`config.mk`:
```
export PLATFORM = sky130hd
export DESIGN_NAME = blob_tracker_top
export DESIGN_NICKNAME = d
export VERILOG_FILES = /design/src/rtl/tracker_pkg.sv /design/src/rtl/blob_tracker_top.sv /design/src/rtl/centroid_accumulate.sv /design/src/rtl/centroid_divide.sv /design/src/rtl/crosshair_overlay.sv /design/src/rtl/pixel_classify.sv /design/src/rtl/video_timing.sv
export VERILOG_INCLUDE_DIRS = /design/src /design/src/rtl
export SDC_FILE = /design/constraint.sdc
export NUM_CORES = 1
export LEC_CHECK = 0
export BUFFER_PORTS_ARGS = -buffer_cell sky130_fd_sc_hd__buf_2
export CAP_MARGIN = 20
export CORE_MARGIN = 5
export CORE_UTILIZATION = 50
export CTS_CLUSTER_SIZE = 40
export DETAILED_ROUTE_END_ITERATION = 10
export PLACE_DENSITY = 0.68
export SETUP_SLACK_MARGIN = 0.4
export SLEW_MARGIN = 20
export SYNTH_ARGS = -nofsm -noshare
export SYNTH_HDL_FRONTEND = slang
export SYNTH_HIERARCHICAL = 1
export SYNTH_SLANG_ARGS = --single-unit
```
`constraint.sdc`:
```
create_clock -name clk_pixel -period 7.9 [get_ports clk_pixel]
set_input_delay 0.79 -clock clk_pixel [delete_from_list [all_inputs] [get_ports clk_pixel]]
set_output_delay 0.79 -clock clk_pixel [all_outputs]
set_load 0.03 [all_outputs]
```
`src/rtl/tracker_defs.svh`:
```
`ifndef TRACKER_DEFS_SVH
`define TRACKER_DEFS_SVH

`default_nettype none

// raster geometry, kept tiny so a frame simulates quickly
// visible columns per line
`define H_ACTIVE 64
// columns per line including blanking
`define H_TOTAL 80
// visible lines per frame
`define V_ACTIVE 36
// lines per frame including blanking
`define V_TOTAL 40

// bits in one colour channel
`define COLOR_BITS 8

// coordinate sums over a full frame
// 64*36 pixels with x up to 63 stays well under 2^24
`define SUM_BITS 24
// quotient width of one centre coordinate
`define QUOTIENT_BITS 8

`default_nettype wire

`endif

```
`src/rtl/tracker_pkg.sv`:
```
`include "tracker_defs.svh"

`default_nettype none

package tracker_pkg;

    // raster coordinates, sized for H_TOTAL and V_TOTAL
    typedef logic [6:0] hcount_t;
    typedef logic [5:0] vcount_t;

    typedef logic [`COLOR_BITS-1:0] channel_t;

    typedef struct packed {
        channel_t red;
        channel_t green;
        channel_t blue;
    } rgb_t;

    // position of the pixel on the wire plus frame markers
    typedef struct packed {
        hcount_t hcount;
        vcount_t vcount;
        // inside the visible area
        logic active;
        // first visible pixel of the frame
        logic frame_start;
        // last visible pixel of the frame
        logic frame_end;
    } raster_pos_t;

    // inclusive bounds on the red channel
    typedef struct packed {
        channel_t lower;
        channel_t upper;
    } threshold_t;

    typedef struct packed {
        raster_pos_t pos;
        rgb_t pixel;
        logic mask;
    } tagged_pixel_t;

    typedef struct packed {
        logic [`SUM_BITS-1:0] sum_x;
        logic [`SUM_BITS-1:0] sum_y;
        logic [`SUM_BITS-1:0] count;
    } frame_sums_t;

    typedef struct packed {
        hcount_t x;
        vcount_t y;
    } centre_t;

endpackage

`default_nettype wire

```
`src/rtl/blob_tracker_top.sv`:
```
`default_nettype none

module blob_tracker_top (
    input  wire                       clk_pixel,
    input  wire                       recent_reset,
    input  tracker_pkg::rgb_t         pixel_in,
    input  tracker_pkg::threshold_t   threshold,
    output tracker_pkg::raster_pos_t  pos_out,
    output tracker_pkg::rgb_t         pixel_out,
    output tracker_pkg::raster_pos_t  video_out_pos,
    output tracker_pkg::centre_t      centre,
    output logic                      centre_valid
);

    import tracker_pkg::*;

    // decode stage output, shared by accumulate and overlay
    tagged_pixel_t classified;

    // handshake between accumulator and divider
    logic        div_req;
    logic        div_ack;
    frame_sums_t sums;

    // raster position goes out to the camera side as well
    video_timing timing_inst (
        .clk_pixel(clk_pixel),
        .recent_reset(recent_reset),
        .raster_pos(pos_out)
    );

    pixel_classify classify_inst (
        .clk_pixel(clk_pixel),
        .recent_reset(recent_reset),
        .raster_pos(pos_out),
        .pixel_in(pixel_in),
        .threshold(threshold),
        .classified(classified)
    );

    centroid_accumulate accumulate_inst (
        .clk_pixel(clk_pixel),
        .recent_reset(recent_reset),
        .classified(classified),
        .div_req(div_req),
        .sums(sums),
        .div_ack(div_ack)
    );

    centroid_divide divide_inst (
        .clk_pixel(clk_pixel),
        .recent_reset(recent_reset),
        .div_req(div_req),
        .sums(sums),
        .div_ack(div_ack),
        .centre(centre),
        .centre_valid(centre_valid)
    );

    // overlay reads the held centre straight from the divider
    crosshair_overlay overlay_inst (
        .clk_pixel(clk_pixel),
        .recent_reset(recent_reset),
        .classified(classified),
        .centre(centre),
        .centre_valid(centre_valid),
        .pixel_out(pixel_out),
        .video_out_pos(video_out_pos)
    );

endmodule

`default_nettype wire

```
`src/rtl/centroid_accumulate.sv`:
```
`default_nettype none

module centroid_accumulate (
    input  wire                         clk_pixel,
    input  wire                         recent_reset,
    input  tracker_pkg::tagged_pixel_t  classified,
    output logic                        div_req,
    output tracker_pkg::frame_sums_t    sums,
    input  wire                         div_ack
);

    import tracker_pkg::*;

    typedef enum logic [1:0] {
        acc_idle,
        acc_request,
        acc_release
    } acc_state_t;

    acc_state_t state;

    // running totals for the frame in progress
    frame_sums_t acc;
    frame_sums_t acc_next;
    frame_sums_t acc_base;

    localparam int sum_bits = $bits(acc.sum_x);

    // frame_start restarts the totals with its own pixel
    always_comb begin
        if (classified.pos.frame_start) begin
            acc_base = '0;
        end else begin
            acc_base = acc;
        end
        acc_next = acc_base;
        if (classified.mask) begin
            acc_next.sum_x = acc_base.sum_x + sum_bits'(classified.pos.hcount);
            acc_next.sum_y = acc_base.sum_y + sum_bits'(classified.pos.vcount);
            acc_next.count = acc_base.count + sum_bits'(1);
        end
    end

    always_ff @(posedge clk_pixel) begin
        if (recent_reset) begin
            acc <= '0;
        end else begin
            acc <= acc_next;
        end
    end

    // requesting side of the four-phase handshake
    always_ff @(posedge clk_pixel) begin
        if (recent_reset) begin
            state   <= acc_idle;
            div_req <= 1'b0;
        end else begin
            case (state)
                acc_idle: begin
                    // empty frames leave the old centre alone
                    if (classified.pos.frame_end && (acc_next.count != '0)) begin
                        div_req <= 1'b1;
                        state   <= acc_request;
                    end
                end
                acc_request: begin
                    // centre written, let go of the request
                    if (div_ack) begin
                        div_req <= 1'b0;
                        state   <= acc_release;
                    end
                end
                acc_release: begin
                    // wait for the divider to close the cycle
                    if (!div_ack) begin
                        state <= acc_idle;
                    end
                end
                default: begin
                    div_req <= 1'b0;
                    state   <= acc_idle;
                end
            endcase
        end
    end

    // totals latched only when a request is about to start
    // a frame ending mid handshake is dropped here
    always_ff @(posedge clk_pixel) begin
        if ((state == acc_idle) && classified.pos.frame_end) begin
            sums <= acc_next;
        end
    end

endmodule

`default_nettype wire

```
`src/rtl/centroid_divide.sv`:
```
`include "tracker_defs.svh"

`default_nettype none

module centroid_divide (
    input  wire                       clk_pixel,
    input  wire                       recent_reset,
    input  wire                       div_req,
    input  tracker_pkg::frame_sums_t  sums,
    output logic                      div_ack,
    output tracker_pkg::centre_t      centre,
    output logic                      centre_valid
);

    import tracker_pkg::*;

    localparam int sum_bits  = `SUM_BITS;
    localparam int quot_bits = `QUOTIENT_BITS;
    localparam int step_bits = $clog2(sum_bits);

    typedef enum logic [1:0] {
        div_idle,
        div_x,
        div_y,
        div_acknowledge
    } div_state_t;

    div_state_t state;

    // restoring divider datapath
    logic [sum_bits-1:0]  dividend;
    logic [sum_bits-1:0]  remainder;
    logic [quot_bits-1:0] quotient;
    logic [quot_bits-1:0] quotient_x;
    logic [step_bits-1:0] step;

    logic [sum_bits:0]    partial;
    logic [sum_bits:0]    diff;
    logic                 fits;
    logic [sum_bits-1:0]  remainder_next;
    logic [quot_bits-1:0] quotient_next;
    logic                 last_step;

    // bring down the next dividend bit and try the subtract
    // count stays put while div_req is high
    always_comb begin
        partial        = {remainder, dividend[sum_bits-1]};
        diff           = partial - {1'b0, sums.count};
        fits           = (partial >= {1'b0, sums.count});
        remainder_next = fits ? diff[sum_bits-1:0] : partial[sum_bits-1:0];
        // high quotient bits are zero, only the low ones are kept
        quotient_next  = {quotient[quot_bits-2:0], fits};
        last_step      = (step == step_bits'(sum_bits - 1));
    end

    always_ff @(posedge clk_pixel) begin
        if (recent_reset) begin
            state        <= div_idle;
            div_ack      <= 1'b0;
            centre       <= '0;
            centre_valid <= 1'b0;
        end else begin
            case (state)
                div_idle: begin
                    if (div_req) begin
                        state <= div_x;
                    end
                end
                div_x: begin
                    if (last_step) begin
                        state <= div_y;
                    end
                end
                div_y: begin
                    // both quotients land together with the ack
                    if (last_step) begin
                        centre.x     <= hcount_t'(quotient_x);
                        centre.y     <= vcount_t'(quotient_next);
                        centre_valid <= 1'b1;
                        div_ack      <= 1'b1;
                        state        <= div_acknowledge;
                    end
                end
                div_acknowledge: begin
                    // hold ack until the requester lets go
                    if (!div_req) begin
                        div_ack <= 1'b0;
                        state   <= div_idle;
                    end
                end
                default: begin
                    div_ack <= 1'b0;
                    state   <= div_idle;
                end
            endcase
        end
    end

    // one quotient bit per cycle, x pass then y pass
    always_ff @(posedge clk_pixel) begin
        case (state)
            div_idle: begin
                dividend  <= sums.sum_x;
                remainder <= '0;
                step      <= '0;
            end
            div_x: begin
                if (last_step) begin
                    quotient_x <= quotient_next;
                    // reload for the y pass
                    dividend   <= sums.sum_y;
                    remainder  <= '0;
                    step       <= '0;
                end else begin
                    dividend  <= {dividend[sum_bits-2:0], 1'b0};
                    remainder <= remainder_next;
                    step      <= step + step_bits'(1);
                end
                quotient <= quotient_next;
            end
            div_y: begin
                dividend  <= {dividend[sum_bits-2:0], 1'b0};
                remainder <= remainder_next;
                quotient  <= quotient_next;
                step      <= step + step_bits'(1);
            end
            default: begin
                step <= '0;
            end
        endcase
    end

endmodule

`default_nettype wire

```
`src/rtl/crosshair_overlay.sv`:
```
`default_nettype none

module crosshair_overlay (
    input  wire                         clk_pixel,
    input  wire                         recent_reset,
    input  tracker_pkg::tagged_pixel_t  classified,
    input  tracker_pkg::centre_t        centre,
    input  wire                         centre_valid,
    output tracker_pkg::rgb_t           pixel_out,
    output tracker_pkg::raster_pos_t    video_out_pos
);

    logic on_column;
    logic on_line;
    logic draw_cross;

    // crosshair spans the whole visible area through the centre
    assign on_column  = (classified.pos.hcount == centre.x);
    assign on_line    = (classified.pos.vcount == centre.y);
    assign draw_cross = centre_valid && (on_column || on_line);

    // pixel path, no reset on colour data
    always_ff @(posedge clk_pixel) begin
        if (!classified.pos.active) begin
            // blanking goes out black
            pixel_out <= '0;
        end else if (draw_cross) begin
            // full white on every channel
            pixel_out <= '1;
        end else begin
            pixel_out <= classified.pixel;
        end
    end

    // position tag follows the pixel by the same cycle
    always_ff @(posedge clk_pixel) begin
        video_out_pos.hcount <= classified.pos.hcount;
        video_out_pos.vcount <= classified.pos.vcount;
        if (recent_reset) begin
            video_out_pos.active      <= 1'b0;
            video_out_pos.frame_start <= 1'b0;
            video_out_pos.frame_end   <= 1'b0;
        end else begin
            video_out_pos.active      <= classified.pos.active;
            video_out_pos.frame_start <= classified.pos.frame_start;
            video_out_pos.frame_end   <= classified.pos.frame_end;
        end
    end

endmodule

`default_nettype wire

```
`src/rtl/pixel_classify.sv`:
```
`default_nettype none

module pixel_classify (
    input  wire                         clk_pixel,
    input  wire                         recent_reset,
    input  tracker_pkg::raster_pos_t    raster_pos,
    input  tracker_pkg::rgb_t           pixel_in,
    input  tracker_pkg::threshold_t     threshold,
    output tracker_pkg::tagged_pixel_t  classified
);

    logic in_range;

    // red inside the inclusive window
    assign in_range = (threshold.lower <= pixel_in.red)
                      && (pixel_in.red <= threshold.upper);

    // one register stage keeps position and pixel aligned
    always_ff @(posedge clk_pixel) begin
        // coordinates and colour ride along unreset
        classified.pos.hcount <= raster_pos.hcount;
        classified.pos.vcount <= raster_pos.vcount;
        classified.pixel      <= pixel_in;
        if (recent_reset) begin
            classified.pos.active      <= 1'b0;
            classified.pos.frame_start <= 1'b0;
            classified.pos.frame_end   <= 1'b0;
            classified.mask            <= 1'b0;
        end else begin
            classified.pos.active      <= raster_pos.active;
            classified.pos.frame_start <= raster_pos.frame_start;
            classified.pos.frame_end   <= raster_pos.frame_end;
            // blanking pixels never count toward the target
            classified.mask            <= raster_pos.active && in_range;
        end
    end

endmodule

`default_nettype wire

```
`src/rtl/video_timing.sv`:
```
`include "tracker_defs.svh"

`default_nettype none

module video_timing (
    input  wire                       clk_pixel,
    input  wire                       recent_reset,
    output tracker_pkg::raster_pos_t  raster_pos
);

    import tracker_pkg::*;

    hcount_t hcount;
    vcount_t vcount;

    logic line_done;
    logic frame_done;

    // wrap points of the two counters
    assign line_done  = (hcount == hcount_t'(`H_TOTAL - 1));
    assign frame_done = (vcount == vcount_t'(`V_TOTAL - 1));

    // column counter runs every cycle
    // line counter steps once per line
    always_ff @(posedge clk_pixel) begin
        if (recent_reset) begin
            hcount <= '0;
            vcount <= '0;
        end else begin
            if (line_done) begin
                hcount <= '0;
                if (frame_done) begin
                    vcount <= '0;
                end else begin
                    vcount <= vcount + vcount_t'(1);
                end
            end else begin
                hcount <= hcount + hcount_t'(1);
            end
        end
    end

    // flags decoded straight from the counts
    always_comb begin
        raster_pos.hcount = hcount;
        raster_pos.vcount = vcount;
        raster_pos.active = (hcount < hcount_t'(`H_ACTIVE))
                            && (vcount < vcount_t'(`V_ACTIVE));
        // top left corner of the visible area
        raster_pos.frame_start = (hcount == '0) && (vcount == '0);
        // bottom right corner of the visible area
        raster_pos.frame_end = (hcount == hcount_t'(`H_ACTIVE - 1))
                               && (vcount == vcount_t'(`V_ACTIVE - 1));
    end

endmodule

`default_nettype wire

```
# == Word level (Yosys, flattened, before mapping) ==
# Index checks and enable logic that the tools add are counted.
# totals
regBits,324
inputBits,42
output_inout_bits,70
word_cells,119
# op_classes
addsub,7
order_cmp,5
n_eq_ne,19
mux,26
n_bitwise,1
reduce_logical,24
# ops
cell,count
two-way mux 72 bit,2
case mux 24 bit (3 select lines),2
two-way mux 24 bit,4
>= comparator 25 x 24 -> 1 bit,1
"adder 24 x 1 -> 24 bit, second input constant",1
adder 24 x 6 -> 24 bit,1
adder 24 x 7 -> 24 bit,1
nonzero test 24 bit,1
subtractor 24 bit,1
<= comparator 8 bit,2
two-way mux 2 bit,7
"equality test 6 bit, second input constant",2
case mux 5 bit (2 select lines),1
AND reduction 3 bit,3
logical AND 1 bit,8
"!= test 2 x 1 -> 1 bit, second input constant",4
case mux 2 bit (4 select lines),1
"adder 7 x 1 -> 7 bit, second input constant",1
"equality test 7 x 6 -> 1 bit, second input constant",1
equality test 7 bit,1
"equality test 7 bit, second input constant",1
logical NOT 7 bit,1
"< comparator 7 bit, second input constant",1
"adder 6 x 1 -> 6 bit, second input constant",1
other kinds (22),33

# == Longest topological paths before layout ==
# Gate-level depths: netlist (run 1).
# depth
word_depth,7
mapped_depth,14

# == Hierarchy ==
# The synthesis (run 1) kept the hierarchy.
# modules_own_cells
module,instances,cells_each,area_each_um2
centroid_accumulate,1,593,6456.2
centroid_divide,1,525,4992.3
crosshair_overlay,1,117,1291.2
pixel_classify,1,100,1260.0
video_timing,1,83,733.2

# == Worst setup path before layout (run 1) ==
# Ideal clock, no wire load.
# synth_timing
path_kind,flip-flop to flip-flop
start,reg accumulate_inst.state[1]
end,reg accumulate_inst.state[0]
setup_time_ns,0.101
arrival_ns,6.226
required_ns,7.799
setup_slack_ns,1.573
stages_incl_launch_ff,5
n_path_buf,0
period_less_slack_ns,6.327
cell_sequence,dfxtp_1 nor3b_1 nor2b_1 o41ai_2 o41ai_1
# synth_between
elab_chain_cells,3
# synth_rtl
item,line,text
start: declaration,centroid_accumulate.sv:20,acc_state_t state;
start signal: assignment,centroid_accumulate.sv:55,state <= acc_idle;
start signal: assignment,centroid_accumulate.sv:63,state <= acc_request;
start signal: assignment,centroid_accumulate.sv:70,state <= acc_release;
"equality test 2 bit, or another cell as far along",centroid_accumulate.sv:58,case (state)
!= test 2 bit (no source line) / != test 2 x 1 -> 1 bit (equally long branches),-,
AND reduction 3 bit (no source line),-,
# Parallel ways exist; a longest one is shown, timed or not.
# A chain may end at the register's enable or synchronous reset.

==> results of run 1 <==
## metal layers
layer	wire [um]	up-vias	track usage
met3	1240	50	0.0258
met4	621	0	0.0462
li1	-	5147	-
met2	14400	192	0.305
met1	14400	4866	0.256
met5	0	-	0
## critical path, cell delays in order, from the launching register on
cell and delay, ps:
dfxtp_2 720, buf_4 600, nor2b_1 140, ha_1 240, fa_1 410, a21o_1 170, a21oi_1 210, o21bai_1 100
a21o_1 200, a21oi_1 540, nor3_1 140, xnor2_1 210, nor2_1 80
## stage by stage
| stage | setup WS, ps | instance area [um^2] |
|---|---|---|
| after floorplan | 1570 | 14700 |
| after global placement | 3920 | 15500 |
| after detailed placement | 3820 | 15500 |
| after CTS | 3820 | 16600 |
| after global routing | 3400 | 16600 |
| final | 3860 | 16600 |
## synth_stat cells (6+ instances only)
cell	instances
a21o_1	16
nor4_1	14
nor2b_1	77
xnor2_1	66
clkbuf_1	42
or4_1	7
or3_1	6
nor2_1	153
nand3_2	10
ha_1	66
o21ai_0	29
a22oi_1	23
o21a_1	6
nand4_1	22
a31oi_1	7
mux2_2	13
inv_1	75
mux2i_1	22
nand2_1	115
nor3b_1	14
a211oi_1	8
nor3_1	30
nand3_1	43
xor2_1	31
a21oi_1	77
buf_1	8
edfxtp_1	133
dfxtp_1	191
## flip-flops by register name, summed over array words and instances, names as in the netlist, 6 cells and up
| name | cells |
|---|---|
| divide_inst/remainder | 24 |
| divide_inst/quotient | 6 |
| timing_inst/vcount | 6 |
| divide_inst/quotient_x | 7 |
| divide_inst/dividend | 24 |
| overlay_inst/pixel_out | 24 |
| classify_inst/classified | 41 |
| accumulate_inst/sums | 72 |
| timing_inst/hcount | 7 |
| overlay_inst/video_out_pos | 16 |
| divide_inst/centre | 13 |
| accumulate_inst/acc | 72 |
## final cells by class
class,instances,area [um^2]
flip-flops and latches,324,7820
clock buffers,48,975
well taps,384,480
multi-input cells,953,6290
clock inverters,13,138
repair buffers,118,611
inverters,76,299
fillers,2471,12300
## worst max path at each step
stage	startpoint	to	slack [ps]	depth (start not counted)
2_1_floorplan	accumulate_inst/state[1]	accumulate_inst/state[0]	1570	4
3_3_place_gp	classify_inst/classified[26]	accumulate_inst/sums[66]	3920	12
3_5_place_dp	classify_inst/classified[26]	accumulate_inst/sums[66]	3820	12
4_1_cts	classify_inst/classified[26]	accumulate_inst/sums[66]	3820	12
5_1_grt	classify_inst/classified[26]	accumulate_inst/sums[66]	3400	12
6_report	classify_inst/classified[26]	accumulate_inst/sums[66]	3860	12
## report_power, final
group | total, W | switching, W | internal (W)
clock network | 0.00159 | 0.000651 | 0.000934
registers | 0.00187 | 0.0000424 | 0.00183
logic | 0.000296 | 0.000198 | 0.0000988
total | 0.00375 | 0.000891 | 0.00286
## logic make-up after synthesis
logic type | count (synthesis) | synth area share
AND/OR/NAND/NOR | 537 | 0.187
flip-flops | 324 | 0.531
AO/OA/AOI/OAI | 215 | 0.0965
buffers and inverters | 141 | 0.0429
XOR/XNOR | 97 | 0.0577
adder cells (fa/ha/maj) | 69 | 0.0601
multiplexers | 35 | 0.0249
==> impl_results.md, run 1 <==
- Crit Path Max Fanout: 51
- Core Util, Final: 0.574
- Area of the core: slightly below 0.03 mm^2
- Syn Area/Cell: between 10 and 15 um^2
- Startpoint types: register
- Power per cell area: 226 mW/mm^2
- MaxCap Viol Count: 0
- Hold Path Sink: classify_inst/classified[14]
- Root buffer selected by CTS: clkbuf_16
- Crit Path Category: reg2reg
- Area contributors post-synth: edfxtp_1, dfxtp_1, ha_1
- Share of layout cells above drive strength 1: 0.147
- Largest net degree at the start of global routing: 74
- Initial core utilization: 0.509
- Vias: 10.3k
- Worst setup EP type: register
- Worst hold path type: in2reg
- Synth top area share: 0.271
- Grt ovf: 0
- Commonest non-fill, non-tap cell in the layout: dfxtp_1
- Post-synth top area cell: edfxtp_1
- Final cycle utilization of the critical path: 0.511
- Number of diodes: 0
- Beginning of the worst hold path: pixel_in[13]
- Clock Sinks: roughly 320
- IO Pins: 112
- Number of warnings issued by yosys: 6
- Flop-to-flop setup slack: around 3900 ps
- Cell total after placement: between 1.5k and 2k
- Commonest register cell after synthesis: dfxtp_1
- Max VDD drop: ~170 uV
- Count of input and output buffers: ~110
- Total track usage: 0.184
- Worst R2R Start: classify_inst/classified[26]
- Max frequency: approximately 250 MHz
- Synth cell types: 81
- Synth Cell Area: roughly 0.015 mm^2
- Row count: just over 60
- Status: finished, final reports clean
- Post-Syn Nets: 1,529
- Final slew viol count: 0
- Headroom to the max-slew limit: 0.295
- Post-CTS Hold Fix Bufs: 0
- CTS tree: done
- RSZ-0062 raised after global routing: false
- Die Footprint: roughly 0.033 mm^2
- Chip Height: 182 um
- Die width: roughly 180 um
- First-pass GRT wire length: 51,700 um
- Cts bufs inserted: 34
- 1st-iter DRT viols: ~600
- Worst reg2reg endpoint: accumulate_inst/sums[66]
- Fin nets: between 1.5k and 2k
- DRC: 0
- Hold_ws: about 400 ps
- Final setup fails: 0
- # H-tree levels: 2
- Yosys reg bits: 324
- DP HPWL: between 20,000 and 25,000 um
- 1st-pass router iterations: 4
- Seq/Total Area, Yosys: 0.531
- Avg WL per Cell: 16.0 um
- Layout area overhead: 12.8%
- Commonest non-fill, non-tap cells in the layout: dfxtp_1, nor2_1, edfxtp_1
- Setup bufs post-CTS: 0
- Pleak: 6.87 nW
- Final Non-Filler Cells: 1,916
- Remaining antenna violation count after routing: 0
- Minimum clock period: 4040 ps
- CP Data Arrival Time: roughly 4300 ps
- Hold Crit Depth: 1
- Clk Latency, worst-skew pair: about 510 ps
- Clock slew at reported path FFs: approximately 60 ps
- CTS resizes: 0
- Worst reg-to-reg path cell count: 12
- Data required, critical path: roughly 8100 ps
- Antenna violations before repair: 0
- Cells after Synth: between 1k and 1.5k
- Final hold vios: 0
- Final WL: ~30,000 um
- Slew @ Worst Pin: ~1100 ps
- Setup TNS: 0 ps
- Gpl congestion: 0.868
- Vias in the first global route: between 10k and 15k
- Total power: roughly 0.0038 W
- Post-synth EDFFs: about 130
- Via density: 5.35
- Synth async-reset ratio: 0
- Clock buffer depth: 3
- Worst Skew: roughly 15 ps
Note: power is estimated with default switching activity, not from simulation.
==> run 2: changes to the inputs <==
clock period = 3.9 ns   (was 7.9 ns; I/O delays follow)
==> impl_results.md, run 2 (synthesis gave the netlist of run 1 again) <==
- Status: finished, final reports clean
- Root buffer selected by CTS: clkbuf_16
- Row count: just over 60
- Met2 usage: 0.322
- Pre-CTS setup slack: about 510 ps
- Power per cell area: around 450 mW/mm^2
- 1st-pass router iterations: 5
- FILL cells: between 2k and 2.5k
- GR Layer Usage met3: 0.0276
- Total power: between 0.007 and 0.008 W
- M1 GR Usage: 0.254
- CTS tree: done
- MaxCap Viol Count: 0
- Crit Path Max Fanout: 17
- Share of layout cells above drive strength 1: 0.155
- Area occupied by multi-input gates: about 0.0063 mm^2
- Final setup fails: 0
- Pleak: ~7.0 nW
- Commonest non-fill, non-tap cells in the layout: dfxtp_1, nor2_1, edfxtp_1
- IO Pins: roughly 110
- Clock Sinks: about 320
- Total track usage: 0.190
- Via density: between 5 and 6
- 1st-iter DRT viols: 680
- Count of input and output buffers: about 110
- Crit Path Category: reg2reg
- Headroom to the max-slew limit: 0.441
- Setup TNS: 0 ps
- Cts bufs inserted: 35
- Most used routing layer: met2
- Final cycle utilization of the critical path: 0.843
- Number of diodes: 0
- Startpoint types: register
- Max frequency: slightly above 300 MHz
- Grt ovf: 0
- Area of the core: 0.0289 mm^2
- Top Registers: accumulate_inst/acc (72), accumulate_inst/sums (72), classify_inst/classified (41)
- Die width: between 150 and 200 um
- Vias: 10.4k
- FF+latch area: 0.00782 mm^2
- Final WL: around 32,000 um
- Avg WL per Cell: roughly 16 um
- # H-tree levels: 2
- Worst Skew: roughly 23 ps
- Fin nets: 1,646
- Vias in the first global route: ~10k
- Chip Height: ~180 um
- Gpl congestion: between 0.8 and 0.9
- Slew @ Worst Pin: around 840 ps
- Max VDD drop: between 300 and 400 uV
- Worst reg-to-reg path cell count: 10
- Antenna violations before repair: 0
- Minimum clock period: around 3300 ps
- Initial core utilization: 0.509
- Worst hold path type: in2reg
- Clock slew at reported path FFs: approximately 60 ps
- Worst R2R Start: classify_inst/classified[26]
- Final slew viol count: 0
- CP Data Arrival Time: 3650 ps
- Worst setup margin: between 600 and 700 ps
- DRC: 0
- Largest net degree at the start of global routing: 74
- Setup crit start: classify_inst/classified[26]
- Clk Latency, worst-skew pair: between 500 and 600 ps
- Worst setup EP type: register
- Worst reg2reg endpoint: accumulate_inst/state[0]
- Final hold vios: 0
- Flop-to-flop setup slack: about 610 ps
- Hold_ws: 36.4 ps
- Data required, critical path: around 4300 ps
- Clock buffer depth: 3
- DP HPWL: 21,300 um
- Layout area overhead: 14.7%
- Die Footprint: 0.0330 mm^2
- First-pass GRT wire length: approximately 53,000 um
- RSZ-0062 raised after global routing: false
- Commonest non-fill, non-tap cell in the layout: dfxtp_1
- Worst setup path endpoint: accumulate_inst/state[0]
- Remaining antenna violation count after routing: 0
## run 2: changes by cell type in the layout (fill, tap and decap cells not counted), moves of 2 or more
cell and change:
clkbuf_8 +2, buf_12 +2, clkbuf_1 -2, a21oi_2 +2
clkinv_1 +2, buf_4 +9, a21oi_1 -2, dlygate4sd3_1 +16
## run 2: per-layer routing
layer  vias up  wire length (um)  share of wire
li1       5191                 -              -
met2       194             15400           0.49
met4         0               600          0.019
met5         -                 0              0
met1      4990             14500           0.46
met3        46              1220          0.038
## run 2: worst min-delay path by stage
| stage | from | endpoint | slack (ps) | cells after the start |
|---|---|---|---|---|
| final | pixel_in[19] | classify_inst/classified[20] | 40 | 1 |
| after global routing | pixel_in[19] | classify_inst/classified[20] | 20 | 1 |
| after CTS | pixel_in[19] | classify_inst/classified[20] | 10 | 1 |
| after detailed placement | timing_inst/hcount[1] | classify_inst/classified[35] | 410 | 0 |
| after global placement | timing_inst/hcount[1] | classify_inst/classified[35] | 400 | 0 |
| after floorplan | classify_inst/classified[36] | overlay_inst/video_out_pos[11] | 370 | 0 |
## run 2: metrics by stage
stage / instances / cell area, um^2 / util
global route: 1944 / 16900 / 0.584
global placement: 1863 / 15600 / 0.539
finish: 1944 / 16900 / 0.584
floorplan: 1418 / 14800 / -
detailed placement: 1863 / 15600 / 0.539
CTS: 1944 / 16900 / 0.584
## run 2: final cells by class
cell class	count	area share
clock inverters	14	0.00659
repair buffers	145	0.0520
flip-flops and latches	324	0.463
clock buffers	48	0.0588
inverters	76	0.0176
well taps	384	0.0284
multi-input cells	953	0.374
## run 2: repair_timing
action	CTS	global route
hold endpoints to repair	16	0
hold buffers	16	0
buffers inserted	3	0
gates resized for setup	0	2
endpoints found under the setup margin	1	2
## run 2: critical path, stage by stage (launching register included)
cell and delay [ps]:
dfxtp_2 430, nor2b_1 200, ha_2 240, inv_1 90, or3_1 430, nor2_1 130, o31ai_1 60, or4_1 480
or4_1 560, o41ai_2 360, o41ai_1 140
## run 2: power breakdown
group | switching (W) | internal, W | total, W
combinational | 0.000417 | 0.000223 | 0.000640
sequential | 0.0000771 | 0.00371 | 0.00379
clock | 0.00132 | 0.00186 | 0.00318
total | 0.00181 | 0.00579 | 0.00760
==> run 3: changes to the inputs <==
PLACE_DENSITY = 0.71   (was 0.68)
clock period = 2.87 ns   (was 3.9 ns; I/O delays follow)
==> impl_results.md, run 3 (synthesis gave the netlist of run 1 again) <==
- CP Data Arrival Time: 3320 ps
- Avg WL per Cell: 17.6 um
- Flop-to-flop setup slack: -60 ps
- Minimum clock period: approximately 3000 ps
- Total track usage: 0.205
- Die width: approximately 180 um
- Commonest non-fill, non-tap cell in the layout: dfxtp_1
- Final setup fails: 2
- Final WL: roughly 37,000 um
- Pleak: ~8.1 nW
- Worst Skew: between 15 and 20 ps
- IO Pins: 112
- Power per cell area: roughly 550 mW/mm^2
- Final slew viol count: 0
- Clk Latency, worst-skew pair: 530 ps
- Clock slew at reported path FFs: about 60 ps
- Worst R2R Start: classify_inst/classified[26]
- Vias in the first global route: around 11k
- Die Footprint: 0.0330 mm^2
- Max frequency: 342 MHz
- FILL cells: roughly 2.2k
- Gpl congestion: 0.826
- Final hold vios: 0
- Area of the core: roughly 0.029 mm^2
- Grt ovf: 0
- Via density: 5.44
- Worst setup margin: -55.2 ps
- Worst reg-to-reg path cell count: 8
- Failing checks: setup timing
- Crit Path Max Fanout: 6
- MaxCap Viol Count: 0
- Setup TNS: -101 ps
- # H-tree levels: 2
- Data required, critical path: 3260 ps
- Layout area overhead: 30.6%
- 1st-iter DRT viols: between 800 and 900
- Hold Crit Depth: 2
- Chip Height: 182 um
- RSZ-0062 raised after global routing: true
- Beginning of the worst hold path: recent_reset
- Vias: approximately 11k
- Cts bufs inserted: 35
- Clock buffer depth: 3
- Worst reg2reg endpoint: accumulate_inst/state[0]
- Hold Path Sink: timing_inst/hcount[2]
- Startpoint types: register
- Remaining antenna violation count after routing: 0
- Max VDD drop: 499 uV
- DRC: 0
- Number of diodes: 0
- Worst hold path type: in2reg
- Fin nets: approximately 1.8k
- Share of layout cells above drive strength 1: 0.297
- Root buffer selected by CTS: clkbuf_16
- Final cycle utilization of the critical path: 1.02
- Largest net degree at the start of global routing: between 50 and 60
- Pre-CTS setup slack: -75.8 ps
- Initial core utilization: 0.509
- Slew @ Worst Pin: around 950 ps
- Top Registers: accumulate_inst/acc (72), accumulate_inst/sums (72), classify_inst/classified (41)
- DP HPWL: 22,200 um
- First-pass GRT wire length: 56,500 um
- 1st-pass router iterations: 5
- Count of input and output buffers: between 100 and 150
- Headroom to the max-slew limit: 0.368
- Clock Sinks: ~320
- Row count: 62
- Worst setup EP type: register
- Antenna violations before repair: 0
- Crit Path Category: reg2reg
- CTS tree: done
- Status: complete, but fails checks
- Commonest non-fill, non-tap cells in the layout: dfxtp_1, nor2_1, edfxtp_1
## run 3: what timing repair did
item,CTS,global route
endpoints found under the hold margin,24,0
pin swaps,36,88
buffers inserted,27,32
hold buffers,24,0
gates cloned,4,2
resized for setup,81,137
endpoints found under the setup margin,97,107
## run 3: critical path: stages (launching register included)
cell and delay [ps]:
dfxtp_4 380, nand4b_1 270, or4_4 540, nor2_2 170, xor2_1 100, a2111o_1 420
or4_4 540, o41ai_4 240, o41ai_1 120
## run 3: cell type report
type | instances | area (um^2) | area share
flip-flops and latches | 324 | 7830 | 0.407
multi-input cells | 954 | 7420 | 0.386
repair buffers | 272 | 2080 | 0.108
clock buffers | 52 | 1000 | 0.0521
well taps | 384 | 480 | 0.0250
inverters | 76 | 300 | 0.0156
clock inverters | 11 | 82.6 | 0.00429
repair inverters | 3 | 52.6 | 0.00273
## run 3: worst max path at each step
stage                                            start  slack (ps)                        to
after floorplan           classify_inst/classified[26]        -270  accumulate_inst/state[0]
after global placement    classify_inst/classified[26]         -20  accumulate_inst/state[0]
after detailed placement        accumulate_inst/acc[4]         -80  accumulate_inst/state[0]
after CTS                 classify_inst/classified[26]         -10  accumulate_inst/state[0]
after global routing      classify_inst/classified[26]        -190   accumulate_inst/div_req
final                     classify_inst/classified[26]         -60  accumulate_inst/state[0]
## run 3: metrics by stage
stage / power (W) / util / area [um^2] / hold slack (ps) / instances
4_1_cts: 0.0104 / 0.630 / 18200 / 203 / 2042
2_1_floorplan: 0.00585 / - / 15000 / 315 / 1418
6_report: 0.0105 / 0.665 / 19200 / 205 / 2076
5_1_grt: 0.0109 / 0.665 / 19200 / 238 / 2076
3_3_place_gp: 0.00609 / 0.561 / 16200 / 390 / 1924
3_5_place_dp: 0.00612 / 0.561 / 16200 / 391 / 1924
## run 3: routing by layer
layer  routed length [um]  global-route usage  part of all wire  vias up
met3                 1540              0.0310             0.042       80
met1                15500               0.265              0.42     5473
met5                    0                   0                 0        -
met2                18500               0.356              0.51      283
met4                 1010              0.0621             0.028        0
li1                     -                   -                 -     5463
## run 3: report_power, final
| group | switching, W | internal [W] | total (W) |
|---|---|---|---|
| logic | 0.000650 | 0.000430 | 0.00108 |
| registers | 0.000107 | 0.00504 | 0.00515 |
| clock network | 0.00183 | 0.00245 | 0.00428 |
